===== src/logic/bramArrayPkg.sv =====
// Shared geometry constants and word types for the BRAM array, imported by the RTL and testbench
`default_nettype none

package bramArrayPkg;

  // One RAM cell is 32 bits wide and 1024 words deep
  localparam int BramBitWidth     = 32;
  localparam int BramByteWidth    = BramBitWidth / 8;  // Byte lanes per cell
  localparam int BramWordIdxWidth = 10;                // Word index inside one cell

  // Port addressing
  localparam int ByteAddrWidth = 16;
  localparam int WordAddrWidth = 14;  // Byte address bits 15 down to 2
  localparam int SerIdxWidth   = WordAddrWidth - BramWordIdxWidth;

  // One cell word and its byte enables
  typedef logic [BramBitWidth-1:0]  bramWordT;
  typedef logic [BramByteWidth-1:0] bramByteEnT;

  // Word address split into row and word inside the row
  typedef struct packed {
    logic [SerIdxWidth-1:0]      serIdx;   // Row of cells
    logic [BramWordIdxWidth-1:0] wordIdx;  // Word inside each cell of the row
  } bramLocT;

  // Same word address, seen flat or as row and word index
  typedef union packed {
    logic [WordAddrWidth-1:0] wordAddr;
    bramLocT                  loc;
  } bramAddrT;

endpackage

`default_nettype wire


===== src/logic/bramPortSelect.sv =====
// Per-port address decode, row write-enable steering and registered read mux for the BRAM array
`timescale 1ns/1ns
`default_nettype none

module bramPortSelect
  import bramArrayPkg::*;
#(
  parameter int NumParBrams = 3,
  parameter int NumSerBrams = 8
) (
  input  wire logic                                          A_PS,
  input  wire logic                                          rstN,

  // Port side
  input  wire logic                                          en,
  input  wire logic [NumParBrams*BramByteWidth-1:0]          wrEn,
  input  wire logic [ByteAddrWidth-1:0]                      addr,

  // Cell side, one byte-enable vector per row
  output logic [NumSerBrams-1:0][NumParBrams*BramByteWidth-1:0] rowWrEn,
  output logic [BramWordIdxWidth-1:0]                        wordIdx,
  input  wire logic [NumSerBrams-1:0][NumParBrams*BramBitWidth-1:0] rowRdData,

  output logic [NumParBrams*BramBitWidth-1:0]                rdData
);

  localparam int LaneBytes = NumParBrams * BramByteWidth;
  localparam int DataWidth = NumParBrams * BramBitWidth;

  bramAddrT               addrView;
  logic [SerIdxWidth-1:0] rowIdx;
  logic [SerIdxWidth-1:0] rdRowIdx;  // Row of the access now in the cell read registers

  // Drop the byte offset, then read the word address as row plus word
  assign addrView.wordAddr = addr[ByteAddrWidth-1 -: WordAddrWidth];
  assign rowIdx            = addrView.loc.serIdx;
  assign wordIdx           = addrView.loc.wordIdx;  // Shared by every row

  // Only the addressed row sees the byte enables
  always_comb begin
    for (int s = 0; s < NumSerBrams; s++) begin
      if (en && (rowIdx == SerIdxWidth'(s))) begin
        rowWrEn[s] = wrEn;
      end else begin
        rowWrEn[s] = {LaneBytes{1'b0}};
      end
    end
  end

  // Row index follows the access into the cells' read register stage
  always_ff @(posedge A_PS) begin
    if (!rstN) begin
      rdRowIdx <= '0;
    end else if (en) begin
      rdRowIdx <= rowIdx;
    end
  end

  // Selecting by the registered row keeps back-to-back row changes aligned
  always_comb begin
    rdData = {DataWidth{1'b0}};
    for (int s = 0; s < NumSerBrams; s++) begin
      if (rdRowIdx == SerIdxWidth'(s)) begin
        rdData = rowRdData[s];
      end
    end
  end

  // Address must land inside the built rows
  rowInRange: assert property (@(posedge A_PS) disable iff (!rstN)
    en |-> (rowIdx < NumSerBrams))
    else $error("Row index %0d beyond %0d rows", rowIdx, NumSerBrams);

  // Byte enables only accompany an enabled access
  wrEnNeedsEn: assert property (@(posedge A_PS) disable iff (!rstN)
    !en |-> (wrEn == '0))
    else $error("Write enables set while port is disabled");

endmodule

`default_nettype wire


===== config.mk =====
export PLATFORM = sky130hd
export DESIGN_NAME = bramPortSelect
export DESIGN_NICKNAME = d
export VERILOG_FILES = /design/src/logic/bramArrayPkg.sv /design/src/logic/bramPortSelect.sv
export SDC_FILE = /design/constraint.sdc
export NUM_CORES = 1
export LEC_CHECK = 0
export BUFFER_PORTS_ARGS = -buffer_cell sky130_fd_sc_hd__clkbuf_2
export CORE_AREA = 2 2 389 391
export CTS_CLUSTER_SIZE = 30
export DETAILED_ROUTE_END_ITERATION = 16
export DIE_AREA = 0 0 391 393
export GPL_TIMING_DRIVEN = 0
export PLACE_DENSITY = 0.33
export SETUP_SLACK_MARGIN = 0.15
export SYNTH_ARGS = -nofsm -noshare
export SYNTH_HDL_FRONTEND = slang
export SYNTH_SLANG_ARGS = --single-unit

===== constraint.sdc =====
create_clock -name A_PS -period 3.15 [get_ports A_PS]
set_clock_uncertainty 0.05 [all_clocks]
set_input_delay 0.1575 -clock A_PS [delete_from_list [all_inputs] [get_ports A_PS]]
set_output_delay 0.1575 -clock A_PS [all_outputs]
set_load 0.02 [all_outputs]

## Yosys cells after proc, flatten, opt, wreduce, memory -nomap -nowiden

Cells that the tools add are included.

| storage, ports and cells | value |
|---|---|
| flip-flop bits (word level) | 4 |

| operators by class | value |
|---|---|
| equal/unequal tests | 14 |
| multiplexer cells | 16 |
| reductions and logical operators | 10 |

Operator list:

| cell | count |
|---|---|
| $mux W96 | 8 |
| $mux W12 | 8 |
| $eq A4 B3 Y1 const B | 8 |
| $eq A4 B2 Y1 const B | 4 |
| $eq A4 B1 Y1 const B | 2 |
| $logic_and A1 B1 Y1 | 8 |
| $logic_not A4 Y1 | 2 |

## Depth between registers and ports, before layout

| depth | value |
|---|---|
| word-level depth | 9 |
| mapped depth | 8 |

## Worst setup path after synthesis

No wires, ideal clock.

| timing path | value |
|---|---|
| path type | reg-to-output |
| start point | register rdRowIdx[0] |
| end point | output port rdData[66] |
| data arrival time | 1,771 ps |
| data required time | 2,942 ps |
| setup slack | 1,172 ps |
| stages on the path, launching flop included | 8 |
| path buffers | 5 |
| path through | dfxtp_1 -> buf_4 -> buf_6 -> buf_6 -> buf_6 -> buf_2 -> o2bb2ai_1 -> a222oi_1 |

| between the ends | value |
|---|---|
| longest elaborated chain between the ends | 9 |
| elaborated cells on any way between the ends | 16 |
| classes of those cells | eq/ne (7); mux (8); reduce/logical (1) |

Ends and longest elaborated chain:

| element | RTL line | RTL |
|---|---|---|
| from (decl) | bramPortSelect.sv:32 | `logic [SerIdxWidth-1:0] rdRowIdx;` |
| from (signal assigned) | bramPortSelect.sv:55 | `rdRowIdx <= rowIdx;` |
| $logic_not A4 Y1 | bramPortSelect.sv:63 | `if (rdRowIdx == SerIdxWidth'(s)) begin` |
| $mux W96 (7 in series) | bramPortSelect.sv:63 |  |
| $mux W96 (*) | bramPortSelect.sv:63 |  |
| to (decl) | bramPortSelect.sv:24 | `output logic [NumParBrams*BramBitWidth-1:0] rdData` |

Every way passes the cells marked *; elsewhere a longest branch is shown, timed or not.

## Worst setup path after layout

| timing path | value |
|---|---|
| start point | register rdRowIdx[2] |
| end point | output port rdData[45] |

Same word-level chain as after synthesis.

==> flow_summary.ini <==
[placement]
hpwl_microns = 122000
pre_cts_slack_ps = -1269
gp_congestion = 0.9171
io_buffers = 987

[yosys]
netlist_instances = 1351
ys.flop_type = dfxtp_1
synth_fa_ha_area_share_pct = 0
syn_area_per_cell_sq_um = 6.922
synth-seq-cells = 4
synth_edf_count = 0
async_flop_share_pct = 0
synthSimpleGateAreaFrac_pct = 27.54
yosysWarnings = 0
ys_seq_area_share_pct = 0.8563
synth_compound_area_share_pct = 37.92
synth-xor-area-share_pct = 0
synth_fp_nets = 2150
synth_mux_area_share_pct = 22.32
synth_cell_type_count = 43
synth_top_family_by_area = compound AO/OA/AOI/OAI gates
syn_area_sq_um = 9351

[clock_network]
numCtsBuffers = 3
cts_buffer_depth = 2
htree_levels = 1
cts_tree = done
clk_latency_ps = 220
cts_num_sinks = 4
cts_root_buffer = clkbuf_16
clkTransAtPathRegs_ps = 30

[timing]
max_freq_mhz = 337.4
hold_viol = 0
worst_pin_slew_ps = 830.8
min_period_ps = 2964
relSlewSlack_pct = 44.61
fin_ws_ps = 185.8
finalCritPeriodShare_pct = 94.10
setup_violations = 0
rsz0062_at_grt = no
maxSlewViolCount = 0

[setup_path]
path_cells = buf_8 -> buf_4 -> buf_2 -> clkbuf_2 -> a21oi_1 -> a222oi_1 -> clkbuf_2
crit_fanout = 10
required_ps = 2940
critPathKind = register to output port
arrival_ps = 2760
critical_path_buf_inv_count = 5
critical_path.most_common_cell = clkbuf_2
critPathCaptureType = output port
critPathTopFamily = buffers and inverters
critPathMaxStageDelay_ps = 570
slowest_stage = a222oi_1
cp-start-kind = register

[route]
vias = 16510
drt_pass1_iterations = 5
routedWlPerCell_microns = 31.62
via_per_inst = 3.817
drt-total-wl_microns = 136800
drt_iter0_drc = 1307
drtAntennaViolNets = 0
drc = 0

[finish]
fin_nets = 3147
reg_top3 = rdRowIdx: 4 flops
syn_to_final_growth_pct = 91.97
fill_cells = 17640
layout_commonest_cell = clkbuf_2
drive_above_1_share_pct = 55.12
layout_common_cells = 1017 x clkbuf_2, 149 x a21oi_1, 97 x and2_1
largest-register = rdRowIdx
largest_reg_flops = 4
final_core_util_pct = 12.03

[floorplanning]
ios = 1001
initial_core_util_pct = 6.266
rows = 142
die_area_sq_um = 153700
dieHeight_microns = 393
coreArea_sq_um = 149200
die_w_microns = 391

[pwr]
leakagePower_uw = 0.007976
power_density_nw_per_um2 = 200.9
ir_drop_uv = 123.1

[global_route]
grt-ovfl-total = 0
grt_pass1_wl_microns = 168800
grt_max_degree = 11
track_usage_pct = 16.71
grt_pass1_vias = 15970
antenna_found_initial = 100

[flow_run]
maxCapViolations = 0

[run_status]
status = finished, final reports clean

[worst_hold_path]
hp-class = input pin to register
==> cell families (layout without fill, tap and decap cells) <==
family                 count (synthesis)  in the layout
multiplexers                         183            183
flip-flops                             4              4
AO/OA/AOI/OAI                        525            525
other                                  0             35
buffers and inverters                214           1209
AND/OR/NAND/NOR                      425            425
==> layer usage <==
metal  GRT usage [%]  routed length (microns)  vias to the layer above
met5               0                      195                        -
met4           3.061                     2773                       30
met3           3.095                     8986                      184
met2           29.42                    67330                      939
met1           21.20                    57480                     8124
li1                -                        -                     7230
==> through the flow <==
| step | TNS [ps] | total power (uW) | cell area [sq um] | cells | hold WS [ps] |
|---|---|---|---|---|---|
| 3_5_place_dp | -45760 | 3200 | 16760 | 4284 | 375.6 |
| 4_1_cts | 0 | 3634 | 17810 | 4290 | 149.4 |
| 5_1_grt | 0 | 3794 | 17890 | 4301 | 171.0 |
| 2_1_floorplan | 0 | 1434 | 9351 | 1351 | 235.7 |
| 3_3_place_gp | -101940 | 3198 | 16720 | 4282 | 370.5 |
| 6_report | 0 | 3606 | 17950 | 4325 | 140.1 |
==> power by group <==
group          switching (uW)  total, uW  internal (uW)  leakage (uW)
Sequential               10.0       63.7           53.6     0.0000344
Clock                    34.7        197            162     0.0000372
Combinational            2080       3350           1260       0.00790
==> cell type report <==
| type | instances | area [sq um] | area share [%] |
|---|---|---|---|
| clock buffers | 3 | 75.07 | 0.4182 |
| well taps | 1944 | 2432 | 13.55 |
| diodes | 35 | 87.58 | 0.4879 |
| multi-input cells | 1133 | 8914 | 49.65 |
| repair buffers | 992 | 5016 | 27.94 |
| flip-flops and latches | 4 | 87.58 | 0.4879 |
| inverters | 29 | 111.4 | 0.6203 |
| plain buffers | 185 | 1229 | 6.844 |
==> final timing paths <==
| path | start | end | slack (ps) | cells after the start |
|---|---|---|---|---|
| max | rdRowIdx[2] | rdData[45] | 190 | 7 |
| max reg2reg | rdRowIdx[0] | rdRowIdx[0] | 1330 | 7 |
| min reg2reg | rdRowIdx[2] | rdRowIdx[2] | 1260 | 5 |
| min | rstN | rdRowIdx[2] | 140 | 2 |
==> synth_stat cells (4+ instances only) <==
cell,number,area (sq um)
a21oi_1,149,745.7
o21ai_1,17,85.08
nand2b_1,17,106.4
or4b_1,11,110.1
buf_4,29,217.7
clkbuf_1,80,300.3
nand3b_1,70,525.5
a211oi_1,12,90.09
and3_1,49,306.5
and2_1,96,600.6
a221oi_1,72,630.6
nand4b_1,11,96.34
o21ai_0,89,445.4
a21o_1,38,285.3
o31a_1,5,43.79
mux2i_1,105,1051
nand2_1,74,277.8
nor2_1,26,97.59
o22ai_1,11,68.82
o221ai_1,49,429.2
mux4_2,14,315.3
buf_2,64,320.3
mux2_2,64,720.7
nor2b_1,61,381.6
a22o_1,14,122.6
a31oi_1,11,68.82
o2bb2ai_1,31,271.5
inv_1,28,105.1
a222oi_1,19,190.2
buf_6,8,90.09
nor3_1,4,20.02
dfxtp_1,4,80.08
==> repair_timing <==
item                       4_1_cts  5_1_grt
resized for setup              206       17
pin swaps                       15        6
hold buffers                     0        0
setup endpoints to repair       97       23
buffers inserted                 3        0
Power figures use the tool's default switching activity.
